<file path="src/logic/hyper_rd_pkg.sv">
// Shared widths and enums for the HyperBus read-data path.
// Imported by every RTL module of the read path and by the testbench.

package hyper_rd_pkg;

  // AXI data word and byte offset within it.
  localparam int AXI_DW    = 64;
  localparam int AXI_OFS_W = 3;

  // two 16-bit PHYs side by side.
  localparam int PHY_DW    = 32;

  // burst length field and byte counters.
  localparam int BURST_W   = 8;

  localparam int REG_DW    = 16;

  // AXI beat size, encoded as log2 of the byte count.
  typedef enum logic [1:0] {
    SIZE_1B,
    SIZE_2B,
    SIZE_4B,
    SIZE_8B
  } xfer_size_e;

  typedef enum logic [1:0] {
    IDLE,
    WAIT_DATA,
    SAMPLE,
    EMIT
  } split_state_e;

  typedef enum logic {
    REG_CMD,
    REG_STATUS
  } reg_addr_e;

endpackage

</file>
<file path="src/logic/hyper_rd_cfg.sv">
// Command and status registers of the read path.
// A REG_CMD write launches a transaction; REG_STATUS shows busy and sticky errors.

`timescale 1ns/100ps

module hyper_rd_cfg
  import hyper_rd_pkg::*;
(
  input  logic                 clk_i,
  input  logic                 rst_ni,
  input  logic                 reg_we_i,
  input  reg_addr_e            reg_addr_i,
  input  logic [REG_DW-1:0]    reg_wdata_i,
  output logic [REG_DW-1:0]    reg_rdata_o,
  input  logic                 busy_i,
  input  logic                 phy_err_i,
  input  logic                 len_err_i,
  output logic                 launch_o,
  output logic [AXI_OFS_W-1:0] start_ofs_o,
  output xfer_size_e           size_o,
  output logic [BURST_W-1:0]   burst_len_o
);

  logic launch_q;
  logic phy_err_q;
  logic len_err_q;
  logic cmd_accept;

  // a launch already in flight counts as busy until the splitter raises busy_i.
  assign cmd_accept = reg_we_i && (reg_addr_i == REG_CMD) && !busy_i && !launch_q;

  always_ff @(posedge clk_i or negedge rst_ni) begin
    if (!rst_ni) begin
      launch_q    <= 1'b0;
      start_ofs_o <= '0;
      size_o      <= SIZE_1B;
      burst_len_o <= '0;
      phy_err_q   <= 1'b0;
      len_err_q   <= 1'b0;
    end else begin
      launch_q <= cmd_accept;
      if (cmd_accept) begin
        start_ofs_o <= reg_wdata_i[2:0];
        size_o      <= xfer_size_e'(reg_wdata_i[5:4]);
        burst_len_o <= reg_wdata_i[15:8];
      end
      // a new error in the same cycle as the clear wins.
      if (reg_we_i && reg_addr_i == REG_STATUS) begin
        phy_err_q <= 1'b0;
        len_err_q <= 1'b0;
      end
      if (phy_err_i) phy_err_q <= 1'b1;
      if (len_err_i) len_err_q <= 1'b1;
    end
  end

  assign launch_o = launch_q;

  always_comb begin
    if (reg_addr_i == REG_CMD) begin
      reg_rdata_o = {burst_len_o, 2'b00, size_o, 1'b0, start_ofs_o};
    end else begin
      reg_rdata_o = {13'b0, len_err_q, phy_err_q, busy_i | launch_q};
    end
  end

  // the splitter must be back in idle before a new command goes out.
  a_launch_idle: assert property (@(posedge clk_i) disable iff (!rst_ni)
    launch_o |-> !busy_i);

endmodule

</file>
<file path="src/logic/hyper_rd_splitter.sv">
// Gathers 32-bit PHY beats into a 64-bit buffer and emits size-aligned AXI read beats.
// Launched by hyper_rd_cfg; its beats go through hyper_rd_outq to the AXI port.

`timescale 1ns/100ps

module hyper_rd_splitter
  import hyper_rd_pkg::*;
(
  input  logic                 clk_i,
  input  logic                 rst_ni,
  input  logic                 launch_i,
  input  logic [AXI_OFS_W-1:0] start_ofs_i,
  input  xfer_size_e           size_i,
  input  logic [BURST_W-1:0]   burst_len_i,
  input  logic                 phy_valid_i,
  input  logic [PHY_DW-1:0]    phy_data_i,
  input  logic                 phy_last_i,
  input  logic                 phy_err_i,
  output logic                 phy_ready_o,
  output logic                 beat_valid_o,
  output logic [AXI_DW-1:0]    beat_data_o,
  output logic                 beat_last_o,
  output logic                 beat_err_o,
  input  logic                 beat_ready_i,
  output logic                 busy_o,
  output logic                 phy_err_o,
  output logic                 len_err_o
);

  split_state_e state_q, state_d;
  xfer_size_e size_q;

  logic [BURST_W-1:0] axi_addr_q;
  logic [BURST_W-1:0] phy_cnt_q;
  logic [BURST_W-1:0] last_addr_q;
  logic [AXI_DW-1:0]  buf_q;
  logic               err_q;

  logic [BURST_W-1:0] beat_bytes;
  logic [BURST_W-1:0] axi_base;
  logic [BURST_W-1:0] next_axi_addr;
  logic [BURST_W-1:0] next_end;
  logic [BURST_W-1:0] phy_end;
  logic [BURST_W-1:0] start_bytes;
  logic [BURST_W-1:0] start_base;
  logic               phy_fire;
  logic               beat_fire;
  logic               final_beat;

  assign beat_bytes    = BURST_W'(1) << size_q;
  assign axi_base      = axi_addr_q & ~(beat_bytes - 1'b1);
  // next_axi_addr is also the end of the beat now being built.
  assign next_axi_addr = axi_base + beat_bytes;
  assign next_end      = next_axi_addr + beat_bytes;
  assign phy_end       = phy_cnt_q + BURST_W'(PHY_DW / 8);

  assign start_bytes = BURST_W'(1) << size_i;
  assign start_base  = BURST_W'(start_ofs_i) & ~(start_bytes - 1'b1);

  assign phy_fire   = phy_valid_i & phy_ready_o;
  assign beat_fire  = beat_valid_o & beat_ready_i;
  // the final PHY beat holds byte last_addr - 1.
  assign final_beat = phy_end >= last_addr_q;

  always_comb begin
    state_d      = state_q;
    phy_ready_o  = 1'b0;
    beat_valid_o = 1'b0;
    case (state_q)
      IDLE: begin
        if (launch_i) state_d = WAIT_DATA;
      end
      WAIT_DATA: begin
        if (phy_valid_i) state_d = SAMPLE;
      end
      SAMPLE: begin
        phy_ready_o = 1'b1;
        if (phy_valid_i && phy_end >= next_axi_addr) state_d = EMIT;
      end
      EMIT: begin
        beat_valid_o = 1'b1;
        if (beat_ready_i) begin
          if (beat_last_o) begin
            state_d = IDLE;
          end else if (next_end > phy_cnt_q) begin
            // the following beat needs bytes not yet received.
            state_d = WAIT_DATA;
          end
        end
      end
    endcase
  end

  always_ff @(posedge clk_i or negedge rst_ni) begin
    if (!rst_ni) begin
      state_q     <= IDLE;
      size_q      <= SIZE_1B;
      axi_addr_q  <= '0;
      phy_cnt_q   <= '0;
      last_addr_q <= '0;
      err_q       <= 1'b0;
    end else begin
      state_q <= state_d;
      if (launch_i && state_q == IDLE) begin
        size_q      <= size_i;
        axi_addr_q  <= BURST_W'(start_ofs_i);
        phy_cnt_q   <= BURST_W'({start_ofs_i[AXI_OFS_W-1:2], 2'b00});
        last_addr_q <= start_base + (burst_len_i << size_i);
        err_q       <= 1'b0;
      end else begin
        if (phy_fire) begin
          phy_cnt_q <= phy_end;
          if (phy_err_i) err_q <= 1'b1;
        end
        if (beat_fire) axi_addr_q <= next_axi_addr;
      end
    end
  end

  // bit 2 of the PHY counter picks the buffer half.
  always_ff @(posedge clk_i) begin
    if (phy_fire) buf_q[phy_cnt_q[2]*PHY_DW +: PHY_DW] <= phy_data_i;
  end

  assign beat_data_o = buf_q;
  assign beat_last_o = beat_valid_o && (next_axi_addr == last_addr_q);
  assign beat_err_o  = err_q;
  assign busy_o      = (state_q != IDLE);
  assign phy_err_o   = phy_fire & phy_err_i;
  assign len_err_o   = phy_fire & (phy_last_i != final_beat);

  // a PHY beat is only taken while the beat being built still lacks bytes.
  a_phy_needed: assert property (@(posedge clk_i) disable iff (!rst_ni)
    phy_fire |-> (phy_cnt_q < next_axi_addr));

  // the closing beat may only leave once the PHY stream covers the whole burst.
  a_last_covered: assert property (@(posedge clk_i) disable iff (!rst_ni)
    (beat_fire && beat_last_o) |-> (phy_cnt_q >= last_addr_q));

endmodule

</file>
<file path="src/logic/hyper_rd_outq.sv">
// Two-entry registered queue between the splitter and the AXI read data port.
// Holds its head entry stable until the AXI side takes it.

`timescale 1ns/100ps

module hyper_rd_outq
  import hyper_rd_pkg::*;
(
  input  logic              clk_i,
  input  logic              rst_ni,
  input  logic              in_valid_i,
  input  logic [AXI_DW-1:0] in_data_i,
  input  logic              in_last_i,
  input  logic              in_err_i,
  output logic              in_ready_o,
  output logic              out_valid_o,
  output logic [AXI_DW-1:0] out_data_o,
  output logic              out_last_o,
  output logic              out_err_o,
  input  logic              out_ready_i
);

  logic [AXI_DW-1:0] data_q [2];
  logic [1:0]        last_q;
  logic [1:0]        err_q;
  logic              wr_ptr_q;
  logic              rd_ptr_q;
  logic [1:0]        count_q;
  logic              push;
  logic              pop;

  assign in_ready_o  = (count_q != 2'd2);
  assign out_valid_o = (count_q != 2'd0);
  assign push        = in_valid_i & in_ready_o;
  assign pop         = out_valid_o & out_ready_i;

  always_ff @(posedge clk_i) begin
    if (push) begin
      data_q[wr_ptr_q] <= in_data_i;
      last_q[wr_ptr_q] <= in_last_i;
      err_q[wr_ptr_q]  <= in_err_i;
    end
  end

  always_ff @(posedge clk_i or negedge rst_ni) begin
    if (!rst_ni) begin
      wr_ptr_q <= 1'b0;
      rd_ptr_q <= 1'b0;
      count_q  <= 2'd0;
    end else begin
      if (push) wr_ptr_q <= ~wr_ptr_q;
      if (pop) rd_ptr_q <= ~rd_ptr_q;
      case ({push, pop})
        2'b10:   count_q <= count_q + 2'd1;
        2'b01:   count_q <= count_q - 2'd1;
        default: count_q <= count_q;
      endcase
    end
  end

  assign out_data_o = data_q[rd_ptr_q];
  assign out_last_o = last_q[rd_ptr_q];
  assign out_err_o  = err_q[rd_ptr_q];

  // the count stays within two and agrees with the pointer distance.
  a_count_ptrs: assert property (@(posedge clk_i) disable iff (!rst_ni)
    (count_q <= 2'd2) && ((count_q == 2'd1) == (wr_ptr_q != rd_ptr_q)));

endmodule

</file>
<file path="src/logic/hyper_rd_top.sv">
// Top of the HyperBus read-data path.
// Register block, splitter and output queue wired together.

`timescale 1ns/100ps

module hyper_rd_top
  import hyper_rd_pkg::*;
(
  input  logic              clk_i,
  input  logic              rst_ni,
  input  logic              reg_we_i,
  input  reg_addr_e         reg_addr_i,
  input  logic [REG_DW-1:0] reg_wdata_i,
  output logic [REG_DW-1:0] reg_rdata_o,
  input  logic              phy_valid_i,
  input  logic [PHY_DW-1:0] phy_data_i,
  input  logic              phy_last_i,
  input  logic              phy_err_i,
  output logic              phy_ready_o,
  output logic              axi_valid_o,
  output logic [AXI_DW-1:0] axi_data_o,
  output logic              axi_last_o,
  output logic              axi_err_o,
  input  logic              axi_ready_i
);

  logic                 launch;
  logic [AXI_OFS_W-1:0] start_ofs;
  xfer_size_e           size;
  logic [BURST_W-1:0]   burst_len;
  logic                 busy;
  logic                 phy_err;
  logic                 len_err;
  logic                 beat_valid;
  logic [AXI_DW-1:0]    beat_data;
  logic                 beat_last;
  logic                 beat_err;
  logic                 q_ready;

  hyper_rd_cfg cfg_inst (
    .clk_i       (clk_i),
    .rst_ni      (rst_ni),
    .reg_we_i    (reg_we_i),
    .reg_addr_i  (reg_addr_i),
    .reg_wdata_i (reg_wdata_i),
    .reg_rdata_o (reg_rdata_o),
    .busy_i      (busy),
    .phy_err_i   (phy_err),
    .len_err_i   (len_err),
    .launch_o    (launch),
    .start_ofs_o (start_ofs),
    .size_o      (size),
    .burst_len_o (burst_len)
  );

  hyper_rd_splitter splitter_inst (
    .clk_i        (clk_i),
    .rst_ni       (rst_ni),
    .launch_i     (launch),
    .start_ofs_i  (start_ofs),
    .size_i       (size),
    .burst_len_i  (burst_len),
    .phy_valid_i  (phy_valid_i),
    .phy_data_i   (phy_data_i),
    .phy_last_i   (phy_last_i),
    .phy_err_i    (phy_err_i),
    .phy_ready_o  (phy_ready_o),
    .beat_valid_o (beat_valid),
    .beat_data_o  (beat_data),
    .beat_last_o  (beat_last),
    .beat_err_o   (beat_err),
    .beat_ready_i (q_ready),
    .busy_o       (busy),
    .phy_err_o    (phy_err),
    .len_err_o    (len_err)
  );

  hyper_rd_outq outq_inst (
    .clk_i       (clk_i),
    .rst_ni      (rst_ni),
    .in_valid_i  (beat_valid),
    .in_data_i   (beat_data),
    .in_last_i   (beat_last),
    .in_err_i    (beat_err),
    .in_ready_o  (q_ready),
    .out_valid_o (axi_valid_o),
    .out_data_o  (axi_data_o),
    .out_last_o  (axi_last_o),
    .out_err_o   (axi_err_o),
    .out_ready_i (axi_ready_i)
  );

endmodule

</file>
<file path="config.mk">
export PLATFORM = sky130hd
export DESIGN_NAME = hyper_rd_top
export DESIGN_NICKNAME = d
export VERILOG_FILES = /design/src/logic/hyper_rd_pkg.sv /design/src/logic/hyper_rd_cfg.sv /design/src/logic/hyper_rd_splitter.sv /design/src/logic/hyper_rd_outq.sv /design/src/logic/hyper_rd_top.sv
export SDC_FILE = /design/constraint.sdc
export NUM_CORES = 1
export LEC_CHECK = 0
export ABC_CLOCK_PERIOD_IN_PS = 9600
export BUFFER_PORTS_ARGS = -buffer_cell sky130_fd_sc_hd__buf_2
export CELL_PAD_IN_SITES_DETAIL_PLACEMENT = 1
export CELL_PAD_IN_SITES_GLOBAL_PLACEMENT = 1
export CORE_UTILIZATION = 40
export CTS_BUF_LIST = sky130_fd_sc_hd__clkbuf_4 sky130_fd_sc_hd__clkbuf_8
export CTS_CLUSTER_SIZE = 10
export DETAILED_ROUTE_END_ITERATION = 12
export PLACE_DENSITY = 0.8
export SYNTH_ARGS = -nofsm -noshare
export SYNTH_HDL_FRONTEND = slang
export SYNTH_SLANG_ARGS = --single-unit
</file>
<file path="constraint.sdc">
create_clock -name clk_i -period 9.6 [get_ports clk_i]
set_clock_uncertainty 0.15 [all_clocks]
set_input_delay 1.92 -clock clk_i [delete_from_list [all_inputs] [get_ports clk_i]]
set_output_delay 1.92 -clock clk_i [all_outputs]
set_load 0.005 [all_outputs]
</file>
==> reports/qor.tcl, run 1 <==
set qor(critPathRequiredTime_ns) 9.87
set qor(crit_path_arrival_time_ns) 5.07
set qor(synth-main-ff-cell) {edfxtp_1}
set qor(timing.hold.ws_ns) 0.288
set qor(setup_viol) 0
set qor(die-height_um) 168
set qor(grt_start_max_net_pins) 59
set qor(postCtsResizedCells) 0
set qor(numClockSinks) 243
set qor(antenna_cells) 0
set qor(post_cts_hold_buffer_count) 0
set qor(total_leakage_power_nw) 4.92
set qor(gp_congestion) 0.852
set qor(post_synth_design_cell_area_mm2) 0.0110
set qor(grt_antenna_before_repair) 0
set qor(area_delta_synth_final_pct) 16.6
set qor(setup_cp_type) {flop to flop}
set qor(synth_enable_flop_cells) 196
set qor(detail_route.wirelength_um) 23900
set qor(synth.yosys.warnings) 0
set qor(grt_setup_unrepaired) {no}
set qor(grt_pass1_vias) 6948
set qor(worst_hold_path.endpoint) {outq_inst.data_q[1][46]$_DFFE_PP_}
set qor(drive_gt1_share_pct) 32.4
set qor(p_int_w) 0.00277
set qor(portBuffers) 133
set qor(drc) 0
set qor(first_pass_iters) 4
set qor(worst_skew_pair.late_latency_ns) 0.53
set qor(final.period_utilization_pct) 50.0
set qor(layout_nets) 1020
set qor(power-per-cell-area_mw_per_mm2) 338
set qor(cts_made_buffers) 42
set qor(synth_top_cell_area_share_pct) 53.5
set qor(worst-r2r-cell-count) 19
set qor(postSynth.asyncResetShare_pct) 19.3
set qor(power.combinational.fraction_pct) 39.8
set qor(num_vias) 6542
set qor(layout.filler_cells) 2769
set qor(antenna_violating_nets_post_route) 0
set qor(whs_path_depth) 0
set qor(share_seq_of_total_power_pct) 38.7
set qor(cts_tree) {built}
set qor(tns_ns) 0
set qor(slew_violations) 0
set qor(timing_worst_slew_pin_value_ns) 1.19
set qor(place_hpwl_um) 16100
set qor(htreeDepth) 2
set qor(layout_commonest_cell) {edfxtp_1}
set qor(maxCapViolations) 0
set qor(netlist-cell-type-count) 68
set qor(gate_count_of_the_mapped_netlist) 780
set qor(fp.dieArea_mm2) 0.0282
set qor(floorplan.io_pins) 140
set qor(vias_per_cell) 5.04
set qor(synth.largest_area_cell) {edfxtp_1}
set qor(grt_first_pass_wirelength_um) 37700
set qor(power.net_switching_w) 0.00156
set qor(hold_path_startpoint) {splitter_inst.beat_data_o[46]$_DFFE_PP_}
set qor(min_period_ns) 4.80
set qor(final-hold-violation-count) 0
set qor(route.detailed.wl_per_inst_um) 18.4
set qor(cell_types_with_the_largest_area_share_after_synthesis) {edfxtp_1 (53%), dfrtp_1 (11%), mux2_2 (8.5%)}
set qor(synth.avg_cell_area_um2) 14.1
set qor(floorplan.initialDensity_pct) 40.8
set qor(setup.worst_path.start_class) {flop}
set qor(worst_reg_to_reg_setup_slack_ns) 4.80
set qor(commonest_cells_after_routing_fill_and_taps_aside) {edfxtp_1 (196), buf_2 (133), mux2_2 (83)}
set qor(floorplan.rows) 60
set qor(register_bit_total_from_synthesis) 243
set qor(core_area_mm2) 0.0270
set qor(globalRouteTotalUtil_pct) 17.2
set qor(synth-seq-area-share_pct) 64.2
set qor(switching_share_of_power_pct) 36.0
set qor(worst_setup_path_end_kind) {flop}
set qor(post-cts-setup-buffer-count) 0
set qor(clockRootBuffer) {clkbuf_8}
set qor(maxSlewHeadroom_pct) 20.4
set qor(peak_supply_drop_mv) 0.171
set qor(regToRegStartpoint) {splitter_inst.size_q[1]$_DFFE_PN0P_}
set qor(grt-ovfl-total) 0
set qor(initialDrtViolationCount) 284
set qor(fp.dieW_um) 168
set qor(holdCritPathClass) {flop to flop}
set qor(reg2reg_to) {splitter_inst.state_q[1]$_DFFE_PN0P_}
set qor(p_clk_share_pct) 21.5
set qor(fmaxAchievable_mhz) 208
set qor(clock_edge_transition_at_the_registers_on_the_reported_setup_and_hold_paths_ns) 0.06
set qor(clock_path_buffers) 3
set qor(run_status) {complete, no violations}
set qor(critPathMaxFanout) 18
stage by stage:
| stage | setup slack [ns] | cell area, µm² | utilization (%) | std cells | power (W) |
|---|---|---|---|---|---|
| after floorplan | 5.04 | 11000 | - | 782 | 0.00288 |
| final | 4.80 | 12800 | 47.6 | 1298 | 0.00433 |
| after global placement | 4.79 | 12000 | 44.5 | 1224 | 0.00335 |
| after CTS | 4.80 | 12800 | 47.6 | 1298 | 0.00440 |
| after detailed placement | 4.80 | 12000 | 44.5 | 1224 | 0.00344 |
| after global routing | 4.44 | 12800 | 47.6 | 1298 | 0.00465 |
how the worst max path moves through the flow:
stage                                                    from                              endpoint  slack, ns  cells after the start
final                     splitter_inst.size_q[1]$_DFFE_PN0P_  splitter_inst.state_q[1]$_DFFE_PN0P_       4.80                     19
after global routing      splitter_inst.size_q[0]$_DFFE_PN0P_  splitter_inst.state_q[1]$_DFFE_PN0P_       4.44                     19
after CTS                                          reg_addr_i                        reg_rdata_o[1]       4.80                      3
after detailed placement                           reg_addr_i                        reg_rdata_o[1]       4.80                      3
after global placement                             reg_addr_i                        reg_rdata_o[1]       4.79                      3
after floorplan                                    reg_addr_i                       reg_rdata_o[10]       5.04                      3
metal layers:
layer | vias to the layer above | track usage [%] | wire (µm)
met5 | - | 0 | 0
met2 | 172 | 30.0 | 11600
met1 | 3227 | 21.6 | 10400
met4 | 0 | 4.71 | 464
met3 | 35 | 3.48 | 1320
li1 | 3108 | - | -
cell type report:
cell class                 instances  area (µm²)  area share [%]
inverter                          27         101           0.790
multi-input combinational        475        3700            28.9
sequential                       243        7060            55.1
timing repair buffer             138         703            5.48
tap                              341         427            3.33
clock inverter                    17         134            1.04
clock buffer                      57         697            5.43
power by group through the flow:
stage | logic [W] | registers (W) | clock network (W)
floorplan | 0.00131 | 0.00158 | 0
global placement | 0.00167 | 0.00168 | 0
detailed placement | 0.00174 | 0.00170 | 0
CTS | 0.00175 | 0.00168 | 0.000961
global route | 0.00194 | 0.00171 | 0.00100
finish | 0.00172 | 0.00168 | 0.000930
flip-flops by register name, indices dropped and copies added (netlist names), 2 cells and up:
| signal | flops |
|---|---|
| cfg_inst.start_ofs_o | 3 |
| splitter_inst.phy_cnt_q | 6 |
| splitter_inst.state_q | 2 |
| splitter_inst.size_q | 2 |
| cfg_inst.size_o | 2 |
| outq_inst.data_q | 128 |
| outq_inst.count_q | 2 |
| splitter_inst.last_addr_q | 8 |
| splitter_inst.beat_data_o | 64 |
| splitter_inst.axi_addr_q | 8 |
| cfg_inst.burst_len_o | 8 |
| outq_inst.err_q | 2 |
| outq_inst.last_q | 2 |
logic make-up (layout without fill, tap and decap cells):
family	after synthesis	after routing	synth area share, %
AO/OA/AOI/OAI	84	84	5.20
XOR/XNOR	43	43	3.79
adder cells (fa/ha/maj)	37	37	4.34
buffers and inverters	64	239	2.52
flip-flops	243	243	64.2
multiplexers	90	90	9.17
other	1	3	0.0341
AND/OR/NAND/NOR	218	218	10.8
cells in the mapped netlist (3+ instances only):
library cell	number
a21oi_1	18
inv_1	26
xnor2_1	24
and2_1	40
or2_2	4
a31oi_1	5
nand2b_1	7
mux2i_1	6
nand2_1	49
nand3_1	8
edfxtp_1	196
o21ai_0	26
ha_1	35
dfrtp_1	47
nor3b_1	5
nor3_1	8
buf_4	5
a21o_1	4
xor2_1	16
buf_1	4
clkbuf_1	23
mux2_2	83
buf_2	3
nor2_1	29
and3_1	3
nand4_1	4
nor2b_1	49
a211oi_1	3
worst max-delay path: stages (launching register included):
cell and delay, ns:
dfrtp_1 0.72, and2_1 0.41, inv_1 0.10, and2_1 0.17, ha_1 0.21, a31oi_1 0.25, nand2_1 0.18, xor2_1 0.38
inv_1 0.09, ha_1 0.34, a21oi_1 0.08, nor2_1 0.17, nand2_1 0.09, xor2_1 0.15, ha_1 0.34, nand4b_1 0.10
nor3_1 0.16, a21oi_1 0.10, o21ai_2 0.18, mux2_4 0.31
(Power assumes the default switching activity.)
==> run 2, diff against run 1 <==
--- a/config.mk
+++ b/config.mk
@@ -5,7 +5,8 @@
 export SDC_FILE = /design/constraint.sdc
 export NUM_CORES = 1
 export LEC_CHECK = 0
-export ABC_CLOCK_PERIOD_IN_PS = 9600
+export ABC_AREA = 1
+export ABC_CLOCK_PERIOD_IN_PS = 4200
 export BUFFER_PORTS_ARGS = -buffer_cell sky130_fd_sc_hd__buf_2
 export CELL_PAD_IN_SITES_DETAIL_PLACEMENT = 1
 export CELL_PAD_IN_SITES_GLOBAL_PLACEMENT = 1
@@ -13,7 +14,7 @@
 export CTS_BUF_LIST = sky130_fd_sc_hd__clkbuf_4 sky130_fd_sc_hd__clkbuf_8
 export CTS_CLUSTER_SIZE = 10
 export DETAILED_ROUTE_END_ITERATION = 12
-export PLACE_DENSITY = 0.8
+export PLACE_DENSITY = 0.86
 export SYNTH_ARGS = -nofsm -noshare
 export SYNTH_HDL_FRONTEND = slang
 export SYNTH_SLANG_ARGS = --single-unit
==> constraint.sdc (replaced) <==
create_clock -name clk_i -period 4.2 [get_ports clk_i]
set_clock_uncertainty 0.15 [all_clocks]
set_input_delay 0.84 -clock clk_i [delete_from_list [all_inputs] [get_ports clk_i]]
set_output_delay 0.84 -clock clk_i [all_outputs]
set_load 0.005 [all_outputs]
==> reports/qor.tcl, run 2 <==
set qor(critPathRequiredTime_ns) 4.49
set qor(timing.critical_path.to) {splitter_inst.state_q[0]$_DFFE_PN0P_}
set qor(floorplan.io_pins) 140
set qor(drc) 0
set qor(synth.largest_area_cell) {edfxtp_1}
set qor(total_leakage_power_nw) 5.96
set qor(synth_enable_flop_cells) 196
set qor(cts_made_buffers) 42
set qor(first_pass_iters) 5
set qor(min_period_ns) 3.91
set qor(synth_mux_area_share_pct) 0
set qor(slew_violations) 0
set qor(fp.dieArea_mm2) 0.0279
set qor(place_ws_ns) -0.0285
set qor(final-hold-violation-count) 0
set qor(clock_edge_transition_at_the_registers_on_the_reported_setup_and_hold_paths_ns) 0.06
set qor(netlist-cell-type-count) 37
set qor(floorplan.initialDensity_pct) 40.6
set qor(maxCapViolations) 0
set qor(setup_viol) 0
set qor(vias_per_cell) 4.97
set qor(grt_pass1_vias) 8458
set qor(yosys.area_share.simple_pct) 18.9
set qor(grt_first_pass_wirelength_um) 45500
set qor(setup_cp_type) {flop to flop}
set qor(holdCritPathClass) {primary input to asynchronous set/reset pin}
set qor(timing.critical_path.from) {splitter_inst.size_q[0]$_DFFE_PN0P_}
set qor(portBuffers) 133
set qor(grt-ovfl-total) 0
set qor(worst_skew_pair.late_latency_ns) 0.54
set qor(area_delta_synth_final_pct) 18.1
set qor(drive_gt1_share_pct) 21.0
set qor(post_synth_most_frequent_cells) {nand2_1 (356), edfxtp_1 (196), inv_1 (143)}
set qor(fp.dieW_um) 167
set qor(peak_supply_drop_mv) 0.347
set qor(maxSlewHeadroom_pct) 25.0
set qor(cts_tree) {built}
set qor(layout_commonest_cell) {nand2_1}
set qor(largest_register_ff_count) 128
set qor(initialDrtViolationCount) 565
set qor(synth-main-ff-cell) {edfxtp_1}
set qor(place_hpwl_um) 20600
set qor(clock_path_buffers) 3
set qor(post_cts_hold_buffer_count) 0
set qor(commonest_cells_after_routing_fill_and_taps_aside) {nand2_1 (355), edfxtp_1 (196), inv_1 (142)}
set qor(globalRouteTotalUtil_pct) 21.1
set qor(grt_antenna_before_repair) 2
set qor(area_share_of_xor_xnor_cells_in_the_synthesized_design_pct) 1.28
set qor(crit_path_arrival_time_ns) 4.20
set qor(dpl.cell_count) 1520
set qor(worst-r2r-cell-count) 24
set qor(reg2reg_to) {splitter_inst.state_q[0]$_DFFE_PN0P_}
set qor(gate_count_of_the_mapped_netlist) 1068
set qor(synth_top_cell_area_share_pct) 54.0
set qor(cell_types_with_the_largest_area_share_after_synthesis) {edfxtp_1 (54%), nand2_1 (12%), dfrtp_1 (11%)}
set qor(floorplan.rows) 60
set qor(die-height_um) 167
set qor(synth.avg_cell_area_um2) 10.2
set qor(postSynth.asyncResetShare_pct) 19.3
set qor(fmaxAchievable_mhz) 256
set qor(worst_setup_path_end_kind) {flop}
set qor(grt_start_max_net_pins) 67
set qor(critPathMaxFanout) 6
set qor(dominant_combinational_cell_family_by_area_after_synthesis) {simple AND/OR/NAND/NOR gates}
set qor(register_bit_total_from_synthesis) 243
set qor(power-per-cell-area_mw_per_mm2) 727
set qor(post_synthesis_adder_cell_area_fraction_pct) 4.38
set qor(core_area_mm2) 0.0269
set qor(yosysMostFrequentCell) {nand2_1}
set qor(compound_gate_portion_of_the_synthesized_area_pct) 4.16
set qor(htreeDepth) 2
set qor(register_containing_the_most_flip_flops_in_the_final_layout) {outq_inst.data_q}
set qor(synth.yosys.warnings) 0
set qor(layout.filler_cells) 3042
set qor(clockRootBuffer) {clkbuf_8}
set qor(synth-seq-area-share_pct) 64.7
set qor(antenna_violating_nets_post_route) 0
set qor(post_synth_design_cell_area_mm2) 0.0109
set qor(worst_reg_to_reg_setup_slack_ns) 0.29
set qor(gp_congestion) 0.868
set qor(regToRegStartpoint) {splitter_inst.size_q[0]$_DFFE_PN0P_}
set qor(final.period_utilization_pct) 93.2
set qor(final_critical_path_setup_slack_ns) 0.288
set qor(route.detailed.wl_per_inst_um) 18.3
set qor(timing_worst_slew_pin_value_ns) 1.12
set qor(numClockSinks) 243
set qor(layoutNonFillerInstCount) 1599
set qor(run_status) {complete, no violations}
set qor(layout_nets) 1319
set qor(setup.worst_path.start_class) {flop}
set qor(num_vias) 7942
set qor(detail_route.wirelength_um) 29200
run 2: final cells by class:
type                            instances  area, µm²  share of cell area (%)
Inverter                              149        564                    4.38
Sequential cell                       243       7070                    54.9
Timing Repair Buffer                  147        771                    5.98
Multi-Input combinational cell        643       3200                    24.9
Antenna cell                            1       2.50                  0.0194
Clock inverter                         11       87.6                   0.680
Clock buffer                           64        762                    5.91
Tap cell                              341        427                    3.31
run 2: power breakdown:
group / internal (W) / total, W / leakage, nW / switching (W)
clock: 0.00122 / 0.00218 / 0.452 / 0.000957
sequential: 0.00321 / 0.00352 / 2.38 / 0.000315
combinational: 0.00126 / 0.00366 / 3.13 / 0.00240
run 2: metrics by stage:
step | hold slack, ns | TNS [ns] | cell area (µm²) | total power [W] | util (%)
6_report | 0.249 | 0 | 12900 | 0.00936 | 47.9
5_1_grt | 0.297 | -0.0167 | 12900 | 0.0100 | 47.9
4_1_cts | 0.252 | 0 | 12800 | 0.00934 | 47.7
3_5_place_dp | 0.281 | -0.0541 | 12000 | 0.00711 | 44.6
3_3_place_gp | 0.272 | 0 | 12000 | 0.00686 | 44.6
2_1_floorplan | 0.271 | 0 | 10900 | 0.00574 | -
run 2: cell families (layout without fill, tap and decap cells):
| group | Yosys count | after routing |
|---|---|---|
| compound gates | 81 | 81 |
| flops | 243 | 243 |
| fa+ha+maj | 37 | 37 |
| other cells | 1 | 4 |
| simple gates | 506 | 506 |
| buf+inv | 184 | 371 |
| xor+xnor | 16 | 16 |
run 2: repair_timing:
item,CTS,global route
pin swaps,0,3
buffers inserted,0,3
setup endpoints to repair,2,2
resized for setup,2,8
run 2: worst min path at each step:
stage | startpoint | end | cells after the start
after floorplan | splitter_inst.beat_data_o[0]$_DFFE_PP_ | outq_inst.data_q[0][0]$_DFFE_PP_ | 0
after CTS | rst_ni | splitter_inst.axi_addr_q[7]$_DFFE_PN0P_ | 2
after detailed placement | splitter_inst.beat_data_o[44]$_DFFE_PP_ | outq_inst.data_q[0][44]$_DFFE_PP_ | 0
after global placement | splitter_inst.beat_data_o[43]$_DFFE_PP_ | outq_inst.data_q[1][43]$_DFFE_PP_ | 0
final | rst_ni | cfg_inst.launch_o$_DFF_PN0_ | 2
after global routing | rst_ni | splitter_inst.axi_addr_q[7]$_DFFE_PN0P_ | 2
run 2: worst max-delay path: stages (launching register included):
cell	delay (ns)
dfrtp_2	0.46
inv_4	0.10
nand2_1	0.08
inv_1	0.14
ha_1	0.30
nand3_1	0.12
nand2_1	0.10
inv_2	0.09
nand2_2	0.06
nand2_1	0.07
nand2_2	0.07
ha_1	0.37
a21oi_1	0.11
nor2_2	0.13
nand4_1	0.12
xor2_1	0.16
ha_1	0.30
nand2_1	0.11
nor2_2	0.15
nand2_1	0.07
a32o_1	0.27
nand3_2	0.09
nand2_2	0.07
nand2_1	0.07
nand2_1	0.05
run 2: metal layers:
| layer | up-vias | global-route usage [%] | wire (µm) |
|---|---|---|---|
| met3 | 60 | 4.16 | 1500 |
| met4 | 4 | 7.78 | 842 |
| li1 | 3756 | - | - |
| met2 | 215 | 38.5 | 15200 |
| met1 | 3907 | 24.6 | 11700 |
| met5 | - | 0 | 28 |
==> run 3, diff against run 2 <==
--- a/config.mk
+++ b/config.mk
@@ -8,13 +8,14 @@
 export ABC_AREA = 1
 export ABC_CLOCK_PERIOD_IN_PS = 4200
 export BUFFER_PORTS_ARGS = -buffer_cell sky130_fd_sc_hd__buf_2
+export CAP_MARGIN = 5
 export CELL_PAD_IN_SITES_DETAIL_PLACEMENT = 1
 export CELL_PAD_IN_SITES_GLOBAL_PLACEMENT = 1
-export CORE_UTILIZATION = 40
+export CORE_UTILIZATION = 25
 export CTS_BUF_LIST = sky130_fd_sc_hd__clkbuf_4 sky130_fd_sc_hd__clkbuf_8
 export CTS_CLUSTER_SIZE = 10
 export DETAILED_ROUTE_END_ITERATION = 12
-export PLACE_DENSITY = 0.86
+export PLACE_DENSITY = 0.62
 export SYNTH_ARGS = -nofsm -noshare
 export SYNTH_HDL_FRONTEND = slang
 export SYNTH_SLANG_ARGS = --single-unit
==> reports/qor.tcl, run 3 (synthesis gave the netlist of run 2 again) <==
set qor(final-hold-violation-count) 0
set qor(floorplan.initialDensity_pct) 25.3
set qor(cpMaxStageDelayCell) {dfrtp_2}
set qor(maxCapViolations) 0
set qor(vias_per_cell) 4.17
set qor(area_delta_synth_final_pct) 21.6
set qor(layout.filler_cells) 4958
set qor(place_hpwl_um) 20100
set qor(holdCritPathClass) {primary input to asynchronous set/reset pin}
set qor(cts_tree) {built}
set qor(clockRootBuffer) {clkbuf_8}
set qor(route.detailed.wl_per_inst_um) 15.4
set qor(globalRouteTotalUtil_pct) 13.0
set qor(power.net_switching_w) 0.00366
set qor(antenna_violating_nets_post_route) 0
set qor(fp.dieW_um) 211
set qor(fmaxAchievable_mhz) 261
set qor(core_area_mm2) 0.0431
set qor(grt_util_met1_pct) 15.2
set qor(slew_violations) 0
set qor(die-height_um) 211
set qor(register_containing_the_most_flip_flops_in_the_final_layout) {outq_inst.data_q}
set qor(portBuffers) 133
set qor(largest_register_ff_count) 128
set qor(grt_pass1_vias) 8072
set qor(power.combinational.fraction_pct) 37.7
set qor(numClockSinks) 243
set qor(globalRouteMet2Util_pct) 23.2
set qor(final.period_utilization_pct) 91.2
set qor(initialDrtViolationCount) 322
set qor(fp.dieArea_mm2) 0.0445
set qor(critPathRequiredTime_ns) 4.50
set qor(max_stage_delay_ns) 0.48
set qor(clock_edge_transition_at_the_registers_on_the_reported_setup_and_hold_paths_ns) 0.06
set qor(layout_commonest_cell) {nand2_1}
set qor(first_pass_iters) 4
set qor(htreeDepth) 2
set qor(post-layout-total-power_w) 0.00940
set qor(worst_setup_path_end_kind) {flop}
set qor(tns_ns) 0
set qor(min_period_ns) 3.83
set qor(grt_setup_unrepaired) {no}
set qor(p_int_w) 0.00574
set qor(cts_made_buffers) 45
set qor(gp_congestion) 0.801
set qor(switching_share_of_power_pct) 38.9
set qor(num_vias) 7715
set qor(critPathMaxFanout) 8
set qor(grt_first_pass_wirelength_um) 44200
set qor(crit_path_arrival_time_ns) 4.13
set qor(drive_gt1_share_pct) 20.7
set qor(worst_skew_pair.late_latency_ns) 0.59
set qor(worst_reg_to_reg_setup_slack_ns) 0.37
set qor(grt-ovfl-total) 0
set qor(timing_worst_slew_pin_value_ns) 0.831
set qor(setup_cp_type) {flop to flop}
set qor(run_status) {complete, no violations}
set qor(floorplan.rows) 76
set qor(commonest_cells_after_routing_fill_and_taps_aside) {nand2_1 (356), edfxtp_1 (196), inv_1 (142)}
set qor(power-per-cell-area_mw_per_mm2) 708
set qor(global_route_hottest_layer) {met2}
set qor(grt_antenna_before_repair) 4
set qor(detail_route.wirelength_um) 28400
set qor(global_route.usage.met3_pct) 3.60
set qor(share_seq_of_total_power_pct) 37.4
set qor(peak_supply_drop_mv) 0.261
set qor(clock_path_buffers) 3
set qor(floorplan.io_pins) 140
set qor(maxSlewHeadroom_pct) 44.6
set qor(setup_viol) 0
set qor(setup.worst_path.start_class) {flop}
set qor(grt_start_max_net_pins) 67
set qor(total_leakage_power_nw) 5.99
set qor(drc) 0
set qor(p_clk_share_pct) 24.9
set qor(post_cts_hold_buffer_count) 0
set qor(layout_nets) 1320
set qor(timing.critical_path.mode_cell) {nand2_1}
## run 3: cell count changes in the layout (fill, tap and decap cells not counted), sizes merged
cell / before / now
buf: 147 / 145
clkinv: 9 / 19
clkbuf: 64 / 56
bufinv: 1 / 3
inv: 149 / 152
## run 3: routing by layer
layer | routed length, µm | up-vias
met5 | 26 | -
met4 | 530 | 4
met3 | 1730 | 46
met2 | 14100 | 168
met1 | 12000 | 3724
li1 | - | 3773
## run 3: path summary, 6_finish.rpt
| path | start | to | cells past startpoint |
|---|---|---|---|
| max | splitter_inst.size_q[1]$_DFFE_PN0P_ | splitter_inst.state_q[0]$_DFFE_PN0P_ | 27 |
| min | rst_ni | cfg_inst.start_ofs_o[2]$_DFFE_PN0P_ | 1 |
| max reg2reg | splitter_inst.size_q[1]$_DFFE_PN0P_ | splitter_inst.state_q[0]$_DFFE_PN0P_ | 27 |
| min reg2reg | splitter_inst.beat_data_o[6]$_DFFE_PP_ | outq_inst.data_q[0][6]$_DFFE_PP_ | 0 |
| max in group asynchronous | rst_ni | outq_inst.rd_ptr_q$_DFFE_PN0P_ | 2 |
| min in group clk_i | splitter_inst.beat_data_o[6]$_DFFE_PP_ | outq_inst.data_q[0][6]$_DFFE_PP_ | 0 |
## run 3: area by class of cell
type,instances,area (µm²),share of cell area (%)
Clock buffer,56,702,5.29
Clock inverter,26,226,1.71
Antenna cell,1,2.50,0.0189
Tap cell,585,732,5.52
Multi-Input combinational cell,643,3200,24.1
Timing Repair Buffer,145,781,5.88
Inverter,149,564,4.25
Sequential cell,243,7070,53.3
## run 3: stage by stage
stage	cell area (µm²)	setup slack [ns]	instances	util [%]	hold WS (ns)
floorplan	10900	0.538	1070	-	0.271
global placement	12300	0.165	1764	28.6	0.272
detailed placement	12300	0.0495	1764	28.6	0.281
CTS	13200	0.0177	1846	30.7	0.0281
global route	13300	0.0140	1847	30.8	0.0477
finish	13300	0.371	1848	30.8	0.0481
## run 3: worst max-delay path: cells and delay by family, from the launching register on
| kind | cells | cell delay (ns) |
|---|---|---|
| adder cells (fa/ha/maj) | 3 | 0.81 |
| XOR/XNOR | 1 | 0.14 |
| AO/OA/AOI/OAI | 5 | 0.74 |
| flip-flops | 1 | 0.48 |
| buffers and inverters | 5 | 0.41 |
| AND/OR/NAND/NOR | 13 | 0.97 |
## run 3: power by group through the flow
stage | logic [W] | clock network [W] | registers (W)
after floorplan | 0.00234 | 0 | 0.00341
after global placement | 0.00351 | 0 | 0.00354
after detailed placement | 0.00359 | 0 | 0.00357
after CTS | 0.00361 | 0.00243 | 0.00352
after global routing | 0.00407 | 0.00252 | 0.00358
final | 0.00354 | 0.00234 | 0.00352
## run 3: repair_timing
| item | in CTS | in global routing |
|---|---|---|
| resized for setup | 0 | 8 |
| setup endpoints to repair | 0 | 2 |
| buffers inserted | 0 | 1 |
